--- src/rtl/fp_pkg.sv ---
package fp_pkg;

    // binary32 field widths
    localparam int EXP_W    = 8;
    localparam int MANT_W   = 23;

    localparam int EXP_BIAS = 127;
    localparam int EXP_MAX  = 255;   // all-ones exponent for inf and nan

    // canonical quiet nan
    localparam logic [31:0] QNAN_WORD = 32'h7FC0_0000;

    typedef struct packed {
        logic              sign;
        logic [EXP_W-1:0]  exp;
        logic [MANT_W-1:0] mant;
    } fp32_fields_t;

    // one word seen raw on the bus and as fields by the arithmetic
    typedef union packed {
        logic [31:0]  bits;
        fp32_fields_t f;
    } fp32_u;

    // exception flags with invalid as msb
    typedef struct packed {
        logic invalid;
        logic overflow;
        logic underflow;
    } fp_flags_t;

endpackage

--- src/rtl/fp_regs_pkg.sv ---
package fp_regs_pkg;

    localparam int ADDR_W = 5;

    // register map in byte addresses
    localparam logic [ADDR_W-1:0] REG_OP_A   = 5'h00;
    localparam logic [ADDR_W-1:0] REG_OP_B   = 5'h04;
    localparam logic [ADDR_W-1:0] REG_CTRL   = 5'h08;
    localparam logic [ADDR_W-1:0] REG_RESULT = 5'h0C;
    localparam logic [ADDR_W-1:0] REG_STATUS = 5'h10;

    localparam int CTRL_OP_BIT      = 0;   // 0 = multiply, 1 = add
    localparam int STATUS_DONE_BIT  = 0;
    localparam int STATUS_FLAGS_LSB = 1;   // invalid, overflow, underflow above done

    localparam logic [1:0] RESP_OKAY   = 2'b00;
    localparam logic [1:0] RESP_SLVERR = 2'b10;

endpackage

--- src/rtl/fp_accel_top.sv ---
`timescale 1ns/10ps

module fp_accel_top import fp_pkg::*, fp_regs_pkg::*; (
    input  logic              clk,
    input  logic              rst_n,
    input  logic [ADDR_W-1:0] awaddr,
    input  logic              awvalid,
    output logic              awready,
    input  logic [31:0]       wdata,
    input  logic [3:0]        wstrb,
    input  logic              wvalid,
    output logic              wready,
    output logic [1:0]        bresp,
    output logic              bvalid,
    input  logic              bready,
    input  logic [ADDR_W-1:0] araddr,
    input  logic              arvalid,
    output logic              arready,
    output logic [31:0]       rdata,
    output logic [1:0]        rresp,
    output logic              rvalid,
    input  logic              rready
);

    fp32_u     op_a, op_b;
    fp32_u     mul_result, add_result;
    fp_flags_t mul_flags, add_flags;

    fp_axil_regs fp_axil_regs_inst (
        .clk        (clk),
        .rst_n      (rst_n),
        .awaddr     (awaddr),
        .awvalid    (awvalid),
        .awready    (awready),
        .wdata      (wdata),
        .wstrb      (wstrb),
        .wvalid     (wvalid),
        .wready     (wready),
        .bresp      (bresp),
        .bvalid     (bvalid),
        .bready     (bready),
        .araddr     (araddr),
        .arvalid    (arvalid),
        .arready    (arready),
        .rdata      (rdata),
        .rresp      (rresp),
        .rvalid     (rvalid),
        .rready     (rready),
        .op_a       (op_a),
        .op_b       (op_b),
        .mul_result (mul_result),
        .add_result (add_result),
        .mul_flags  (mul_flags),
        .add_flags  (add_flags)
    );

    // both units see the same operands and ctrl picks which one is kept
    fp_mult fp_mult_inst (
        .a      (op_a),
        .b      (op_b),
        .result (mul_result),
        .flags  (mul_flags)
    );

    fp_add fp_add_inst (
        .a      (op_a),
        .b      (op_b),
        .result (add_result),
        .flags  (add_flags)
    );

endmodule

--- src/rtl/fp_add.sv ---
`timescale 1ns/10ps

module fp_add import fp_pkg::*; (
    input  fp32_u     a,
    input  fp32_u     b,
    output fp32_u     result,
    output fp_flags_t flags
);

    logic              a_zero, b_zero;
    logic              a_inf, b_inf;
    logic              a_nan, b_nan;
    logic              a_big;
    logic              eff_sub;
    fp32_u             op_big, op_small;
    logic [EXP_W-1:0]  exp_diff;
    logic [MANT_W:0]   mant_big, mant_small;
    logic [MANT_W+1:0] mant_sum;   // one extra bit for the carry
    logic [4:0]        lz;
    logic [MANT_W-1:0] mant_norm;
    logic signed [9:0] exp_norm;

    assign a_zero = (a.f.exp == '0);   // subnormal flushed
    assign b_zero = (b.f.exp == '0);
    assign a_inf  = (a.f.exp == EXP_W'(EXP_MAX)) && (a.f.mant == '0);
    assign b_inf  = (b.f.exp == EXP_W'(EXP_MAX)) && (b.f.mant == '0);
    assign a_nan  = (a.f.exp == EXP_W'(EXP_MAX)) && (a.f.mant != '0);
    assign b_nan  = (b.f.exp == EXP_W'(EXP_MAX)) && (b.f.mant != '0);

    // exponent and mantissa compare as one integer for the magnitude order
    assign a_big    = (a.bits[30:0] >= b.bits[30:0]);
    assign op_big   = a_big ? a : b;
    assign op_small = a_big ? b : a;
    assign eff_sub  = a.f.sign ^ b.f.sign;

    // bits shifted out in the alignment are lost
    assign exp_diff   = op_big.f.exp - op_small.f.exp;
    assign mant_big   = {1'b1, op_big.f.mant};
    assign mant_small = {1'b1, op_small.f.mant} >> exp_diff;

    assign mant_sum = eff_sub ? {1'b0, mant_big} - {1'b0, mant_small}
                              : {1'b0, mant_big} + {1'b0, mant_small};

    // leading one search where the highest set bit wins
    always_comb begin
        lz = '0;
        for (int i = 0; i <= MANT_W; i++) begin
            if (mant_sum[i]) begin
                lz = 5'(MANT_W - i);
            end
        end
    end

    always_comb begin
        if (mant_sum[MANT_W+1]) begin
            mant_norm = mant_sum[MANT_W:1];
            exp_norm  = $signed({2'b00, op_big.f.exp}) + 10'sd1;
        end else begin
            mant_norm = mant_sum[MANT_W-1:0] << lz;   // hidden one drops out
            exp_norm  = $signed({2'b00, op_big.f.exp}) - $signed({5'b00000, lz});
        end
    end

    always_comb begin
        result = '0;
        flags  = '0;

        if (a_nan || b_nan || (a_inf && b_inf && eff_sub)) begin
            result.bits   = QNAN_WORD;
            flags.invalid = 1'b1;
        end else if (a_inf) begin
            result = a;
        end else if (b_inf) begin
            result = b;
        end else if (a_zero && b_zero) begin
            result.f.sign = a.f.sign & b.f.sign;   // -0 only if both negative
        end else if (a_zero) begin
            result = b;
        end else if (b_zero) begin
            result = a;
        end else if (mant_sum == '0) begin
            result = '0;                            // exact cancellation
        end else if (exp_norm > EXP_MAX - 1) begin
            result.f.sign  = op_big.f.sign;
            result.f.exp   = EXP_W'(EXP_MAX);
            flags.overflow = 1'b1;
        end else if (exp_norm < 1) begin
            result.f.sign   = op_big.f.sign;
            flags.underflow = 1'b1;
        end else begin
            result.f.sign = op_big.f.sign;
            result.f.exp  = exp_norm[EXP_W-1:0];
            result.f.mant = mant_norm;
        end
    end

endmodule

--- src/rtl/fp_axil_regs.sv ---
`timescale 1ns/10ps

module fp_axil_regs import fp_pkg::*, fp_regs_pkg::*; (
    input  logic              clk,
    input  logic              rst_n,
    input  logic [ADDR_W-1:0] awaddr,
    input  logic              awvalid,
    output logic              awready,
    input  logic [31:0]       wdata,
    input  logic [3:0]        wstrb,    // ignored since every write is a full word
    input  logic              wvalid,
    output logic              wready,
    output logic [1:0]        bresp,
    output logic              bvalid,
    input  logic              bready,
    input  logic [ADDR_W-1:0] araddr,
    input  logic              arvalid,
    output logic              arready,
    output logic [31:0]       rdata,
    output logic [1:0]        rresp,
    output logic              rvalid,
    input  logic              rready,
    output fp32_u             op_a,
    output fp32_u             op_b,
    input  fp32_u             mul_result,
    input  fp32_u             add_result,
    input  fp_flags_t         mul_flags,
    input  fp_flags_t         add_flags
);

    logic        bus_en;       // high from the first cycle after reset
    logic        wr_hs, rd_hs;
    logic        start;
    logic        op_sel;       // ctrl register with 1 selecting add
    fp32_u       result_q;
    fp_flags_t   flags_q;
    fp_flags_t   unit_flags;
    fp32_u       unit_result;
    logic        done_q;
    logic        status_rd;
    logic [31:0] status_word;
    logic [31:0] rd_word;
    logic        rd_err;

    always_ff @(posedge clk or negedge rst_n) begin
        if (!rst_n) begin
            bus_en <= 1'b0;
        end else begin
            bus_en <= 1'b1;
        end
    end

    // address and data taken together and blocked while a response is held
    assign wr_hs   = bus_en & awvalid & wvalid & ~bvalid;
    assign awready = wr_hs;
    assign wready  = wr_hs;

    assign arready = bus_en & ~rvalid;
    assign rd_hs   = arvalid & arready;

    assign start     = wr_hs && (awaddr == REG_CTRL);
    assign status_rd = rd_hs && (araddr == REG_STATUS);

    // operands are already stable when ctrl is written, so the selected
    // unit output is valid at the handshake and lands together with bvalid
    assign unit_result = wdata[CTRL_OP_BIT] ? add_result : mul_result;
    assign unit_flags  = wdata[CTRL_OP_BIT] ? add_flags  : mul_flags;

    always_ff @(posedge clk or negedge rst_n) begin
        if (!rst_n) begin
            op_a   <= '0;
            op_b   <= '0;
            op_sel <= 1'b0;
            bvalid <= 1'b0;
            bresp  <= RESP_OKAY;
        end else begin
            if (wr_hs) begin
                bvalid <= 1'b1;
                bresp  <= RESP_OKAY;
                case (awaddr)
                    REG_OP_A: op_a.bits <= wdata;
                    REG_OP_B: op_b.bits <= wdata;
                    REG_CTRL: op_sel    <= wdata[CTRL_OP_BIT];
                    default:  bresp     <= RESP_SLVERR;   // result, status, unmapped
                endcase
            end else if (bvalid && bready) begin
                bvalid <= 1'b0;
            end
        end
    end

    // a new capture wins over the read-clear of the sticky status
    always_ff @(posedge clk or negedge rst_n) begin
        if (!rst_n) begin
            result_q <= '0;
            flags_q  <= '0;
            done_q   <= 1'b0;
        end else begin
            if (start) begin
                result_q <= unit_result;
                flags_q  <= (status_rd ? fp_flags_t'('0) : flags_q) | unit_flags;
                done_q   <= 1'b1;
            end else if (status_rd) begin
                flags_q <= '0;
                done_q  <= 1'b0;
            end
        end
    end

    always_comb begin
        status_word                                          = '0;
        status_word[STATUS_DONE_BIT]                         = done_q;
        status_word[STATUS_FLAGS_LSB +: $bits(fp_flags_t)]   = flags_q;
    end

    always_comb begin
        rd_word = '0;
        rd_err  = 1'b0;
        case (araddr)
            REG_OP_A:   rd_word = op_a.bits;
            REG_OP_B:   rd_word = op_b.bits;
            REG_CTRL:   rd_word[CTRL_OP_BIT] = op_sel;
            REG_RESULT: rd_word = result_q.bits;
            REG_STATUS: rd_word = status_word;
            default:    rd_err  = 1'b1;   // unmapped reads return zero
        endcase
    end

    always_ff @(posedge clk or negedge rst_n) begin
        if (!rst_n) begin
            rvalid <= 1'b0;
            rdata  <= '0;
            rresp  <= RESP_OKAY;
        end else begin
            if (rd_hs) begin
                rvalid <= 1'b1;
                rdata  <= rd_word;
                rresp  <= rd_err ? RESP_SLVERR : RESP_OKAY;
            end else if (rvalid && rready) begin
                rvalid <= 1'b0;   // data held until accepted
            end
        end
    end

endmodule

--- src/rtl/fp_mult.sv ---
`timescale 1ns/10ps

module fp_mult import fp_pkg::*; (
    input  fp32_u     a,
    input  fp32_u     b,
    output fp32_u     result,
    output fp_flags_t flags
);

    logic                a_zero, b_zero;
    logic                a_inf, b_inf;
    logic                a_nan, b_nan;
    logic                sign_r;
    logic [MANT_W:0]     mant_a, mant_b;
    logic [2*MANT_W+1:0] prod;          // 24 x 24 = 48 bits
    logic signed [9:0]   exp_sum;
    logic signed [9:0]   exp_norm;
    logic [MANT_W-1:0]   mant_norm;

    // subnormals count as zero in the operand classes
    assign a_zero = (a.f.exp == '0);
    assign b_zero = (b.f.exp == '0);
    assign a_inf  = (a.f.exp == EXP_W'(EXP_MAX)) && (a.f.mant == '0);
    assign b_inf  = (b.f.exp == EXP_W'(EXP_MAX)) && (b.f.mant == '0);
    assign a_nan  = (a.f.exp == EXP_W'(EXP_MAX)) && (a.f.mant != '0);
    assign b_nan  = (b.f.exp == EXP_W'(EXP_MAX)) && (b.f.mant != '0);

    assign sign_r = a.f.sign ^ b.f.sign;

    // hidden one restored
    assign mant_a = {1'b1, a.f.mant};
    assign mant_b = {1'b1, b.f.mant};
    assign prod   = mant_a * mant_b;

    // 10 bits signed keeps both overflow and underflow visible
    assign exp_sum = $signed({2'b00, a.f.exp}) + $signed({2'b00, b.f.exp})
                   - 10'(EXP_BIAS);

    // product of two values in [1,2) lies in [1,4)
    always_comb begin
        if (prod[2*MANT_W+1]) begin
            mant_norm = prod[2*MANT_W:MANT_W+1];   // shift right by one
            exp_norm  = exp_sum + 10'sd1;
        end else begin
            mant_norm = prod[2*MANT_W-1:MANT_W];
            exp_norm  = exp_sum;
        end
    end

    always_comb begin
        result = '0;
        flags  = '0;

        if (a_nan || b_nan || (a_inf && b_zero) || (b_inf && a_zero)) begin
            result.bits   = QNAN_WORD;
            flags.invalid = 1'b1;
        end else if (a_zero || b_zero) begin
            result.f.sign = sign_r;                 // signed zero
        end else if (a_inf || b_inf) begin
            result.f.sign = sign_r;
            result.f.exp  = EXP_W'(EXP_MAX);
        end else if (exp_norm > EXP_MAX - 1) begin
            result.f.sign  = sign_r;
            result.f.exp   = EXP_W'(EXP_MAX);
            flags.overflow = 1'b1;
        end else if (exp_norm < 1) begin
            // flushed since there is no subnormal output
            result.f.sign   = sign_r;
            flags.underflow = 1'b1;
        end else begin
            result.f.sign = sign_r;
            result.f.exp  = exp_norm[EXP_W-1:0];
            result.f.mant = mant_norm;              // truncated
        end
    end

endmodule

--- config.mk ---
export PLATFORM = sky130hd
export DESIGN_NAME = fp_accel_top
export DESIGN_NICKNAME = d
export VERILOG_FILES = /design/src/rtl/fp_pkg.sv /design/src/rtl/fp_regs_pkg.sv /design/src/rtl/fp_accel_top.sv /design/src/rtl/fp_add.sv /design/src/rtl/fp_axil_regs.sv /design/src/rtl/fp_mult.sv
export SDC_FILE = /design/constraint.sdc
export NUM_CORES = 2
export LEC_CHECK = 0
export BUFFER_PORTS_ARGS = -buffer_cell sky130_fd_sc_hd__buf_2
export CELL_PAD_IN_SITES_DETAIL_PLACEMENT = 0
export CELL_PAD_IN_SITES_GLOBAL_PLACEMENT = 1
export CORE_MARGIN = 3
export CORE_UTILIZATION = 46
export DETAILED_ROUTE_END_ITERATION = 10
export PLACE_DENSITY_LB_ADDON = 0.1
export SLEW_MARGIN = 20
export SYNTH_ARGS = -nofsm -noshare
export SYNTH_HDL_FRONTEND = slang
export SYNTH_HIERARCHICAL = 1
export SYNTH_SLANG_ARGS = --single-unit
--- constraint.sdc ---
create_clock -name clk -period 14.3 [get_ports clk]
set_input_delay 0 -clock clk [delete_from_list [all_inputs] [get_ports clk]]
set_output_delay 0 -clock clk [all_outputs]
set_load 0.01 [all_outputs]
==> impl_metrics.py <==
metrics = {
    "floorplanning": {
        "die_y_microns": 283,
        "io_pins": 94,
        "start_util": 0.469,
        "die_area_sq_um": 79800,
        "core_area_sq_um": 75100,
        "die-width_microns": 283,
        "fp-row-count": 100,
    },
    "setup_path": {
        "crit_fanout": 16,
        "crit_end": "fp_axil_regs_inst/result_q[19]",
        "reg2regPathDepth": 52,
        "startpoint_type": "register",
        "crit_path_frequent_cell": "a21oi_1",
        "critPathKind": "register to register",
        "worst_r2r_endpoint": "fp_axil_regs_inst/result_q[19]",
        "crit_start": "fp_axil_regs_inst/op_b[26]",
        "slowest_delay_ns": 0.60,
        "regToRegSetupSlack_ns": 0.90,
        "crit_required_ns": 14.68,
        "reg2reg_from": "fp_axil_regs_inst/op_b[26]",
        "cp_data_arrival_time_ns": 13.78,
        "cp-end-kind": "register",
        "crit_slowest_cell": "or4_1",
    },
    "timing": {
        "tightest_slew_ns": 1.05,
        "finClkSkew_ns": 0.0159,
        "relSlewSlack": 0.295,
        "max_clock_freq_mhz": 74.6,
        "fin_tns_setup_ns": 0,
        "finalHoldViolCount": 0,
        "finalSetupViolations": 0,
        "rsz0062_at_grt": "no",
        "layout_setup_ws_ns": 0.900,
        "post-route-period-util": 0.937,
        "whs_ns": 0.0142,
        "drv_slew": 0,
        "min_period_ns": 13.40,
    },
    "final_layout": {
        "layout.cells.non_filler": 5200,
        "n_antenna_cell": 0,
        "synthToLayoutAreaGrowth_pct": 7.86,
        "nets": 5003,
        "layout-drive-gt1-share": 0.104,
    },
    "flow_run": {
        "max-cap-violations": 0,
    },
    "clock_network": {
        "clk_pin_slew_ns": 0.08,
        "clk_latency_ns": 0.45,
        "max-clock-path-buffers": 2,
        "cts_buffers": 17,
        "root_buffer": "clkbuf_16",
        "htreeDepth": 4,
        "cts_tree": "done",
        "clock_sinks": 138,
    },
    "synthesis": {
        "synth_commonest_cells": "inv_1 (655), nand2_1 (504), fa_1 (484)",
        "yosysMostFrequentCell": "inv_1",
        "synthDistinctLibCells": 116,
        "syn_area_per_cell_sq_um": 8.48,
        "synth-edff-count": 0,
        "synth_flop_cell": "dfrtp_1",
        "async_flop_share": 1.00,
        "seq_area_frac_synth": 0.0982,
        "synth_area_sq_um": 35200,
        "synth-warning-count": 6,
        "syn_inst": 4150,
        "yosysTopAreaCell": "fa_1",
        "yosys-top-cells-area": "fa_1 (28%), dfrtp_1 (9.8%), ha_1 (8.8%), inv_1 (7.0%), nand2_1 (5.4%)",
        "ys_ff_latch": 138,
        "yosysTopAreaCellShare": 0.275,
    },
    "drt": {
        "ant_nets": 0,
        "vias": 30700,
        "drc": 0,
        "drt-vias-per-instance": 5.90,
        "firstDrtPassIters": 8,
        "wl_per_cell_microns": 24.0,
        "routed_wl_mm": 125,
        "drtIter0Drc": 2856,
    },
    "place": {
        "dp_slack_ns": 0.743,
        "dp_hpwl_mm": 92.3,
        "io_buffers": 87,
        "dp.cells": 5126,
        "gp_congestion": 0.952,
    },
    "pwr": {
        "total_power_mw": 9.88,
        "irDropWorstVdd_uv": 481,
        "power_density_nw_per_um2": 261,
        "power.leakage_nw": 18.4,
    },
    "global_route": {
        "grt_max_degree": 80,
        "grtUsageTotal": 0.318,
        "antenna_found_initial": 5,
        "grt_overflow": 0,
        "grt_pass1_vias": 30700,
        "grt_first_pass_wirelength_mm": 192,
    },
    "worst_hold_path": {
        "min_path_type": "primary input to register",
        "hold_start": "awaddr[1]",
    },
    "run_status": {
        "status": "completed",
    },
}
[where the power goes]
group | switching [mW] | leakage [nW] | internal [mW]
combinational | 5.59 | 16.2 | 3.37
sequential | 0.0185 | 1.88 | 0.418
clock | 0.214 | 0.294 | 0.265
total | 5.83 | 18.4 | 4.06
[how the worst min path moves through the flow]
stage	endpoint	slack, ns	depth (start not counted)
after detailed placement	fp_axil_regs_inst/rdata[30]	0.11	1
after floorplan	fp_axil_regs_inst/bresp[1]	-0.30	0
final	fp_axil_regs_inst/bresp[1]	0.01	4
after global placement	fp_axil_regs_inst/rdata[30]	0.11	1
after CTS	fp_axil_regs_inst/bresp[1]	0.005	4
after global routing	fp_axil_regs_inst/bresp[1]	0.02	4
[routing by layer]
metal  share of wire  vias up  global-route usage
met2            0.44     1163               0.489
li1                -    13900                   -
met3           0.084      173              0.0612
met5               0        -                   0
met4           0.026        0              0.0782
met1            0.45    15400               0.462
[cell families (layout without fill, tap and decap cells)]
family	count (synthesis)	after routing	synth area share
DFF	138	138	0.0982
buffers and inverters	877	957	0.0981
adders and majority gates	732	732	0.364
and+or+nand+nor	1342	1342	0.190
AOI/OAI and AO/OA	721	721	0.138
xor gates and xnor gates	81	81	0.0208
other	2	3	0.000214
muxes	257	257	0.0916
[state kept, by name, indices dropped and copies added (netlist names)]
signal and flops:
fp_axil_regs_inst/bresp 1, fp_axil_regs_inst/rdata 32, fp_axil_regs_inst/result_q 32, fp_axil_regs_inst/rvalid 1
fp_axil_regs_inst/op_b 32, fp_axil_regs_inst/op_sel 1, fp_axil_regs_inst/flags_q 3, fp_axil_regs_inst/bvalid 1
fp_axil_regs_inst/done_q 1, fp_axil_regs_inst/bus_en 1, fp_axil_regs_inst/rresp 1, fp_axil_regs_inst/op_a 32
[metrics by stage]
| stage | utilization | cell area (sq um) |
|---|---|---|
| after floorplan | - | 35200 |
| after global placement | 0.491 | 36900 |
| after detailed placement | 0.491 | 36900 |
| after CTS | 0.505 | 37900 |
| after global routing | 0.505 | 37900 |
| final | 0.505 | 37900 |
[placed cells by master (no fill, tap or decap), types with 54 or more instances in the layout]
cell,synthesis,routed
xnor2_1,54,54
o21ai_0,140,139
fa_1,484,484
ha_1,248,248
a21oi_1,191,191
nand2_1,504,503
and2_1,233,233
nor3_1,57,56
buf_4,10,136
nor2_1,246,245
mux2i_1,141,140
dfrtp_1,138,138
nand3_1,56,56
buf_2,43,86
inv_1,655,655
[critical path: cells and delay by family (launching register included)]
family	cells	cell delay (ns)
fa+ha+maj	4	1.42
simple gates	20	4.73
xor+xnor	3	0.91
buf+inv	4	0.59
mux	3	0.98
compound gates	18	4.30
flops	1	0.38
[layout make-up]
class	instances	area, sq um
well taps	969	1210
inverters	660	2480
clock inverters	15	183
flip-flops and latches	138	3450
clock buffers	17	425
fillers	7395	37100
repair buffers	265	1880
multi-input cells	3136	28300
[repair_timing]
item | CTS | global route
hold buffers | 42 | 0
hold endpoints to repair | 146 | 0
gates resized for setup | 0 | 4
setup endpoints to repair | 0 | 19
setup buffers | 0 | 0
(Power assumes the default switching activity.)
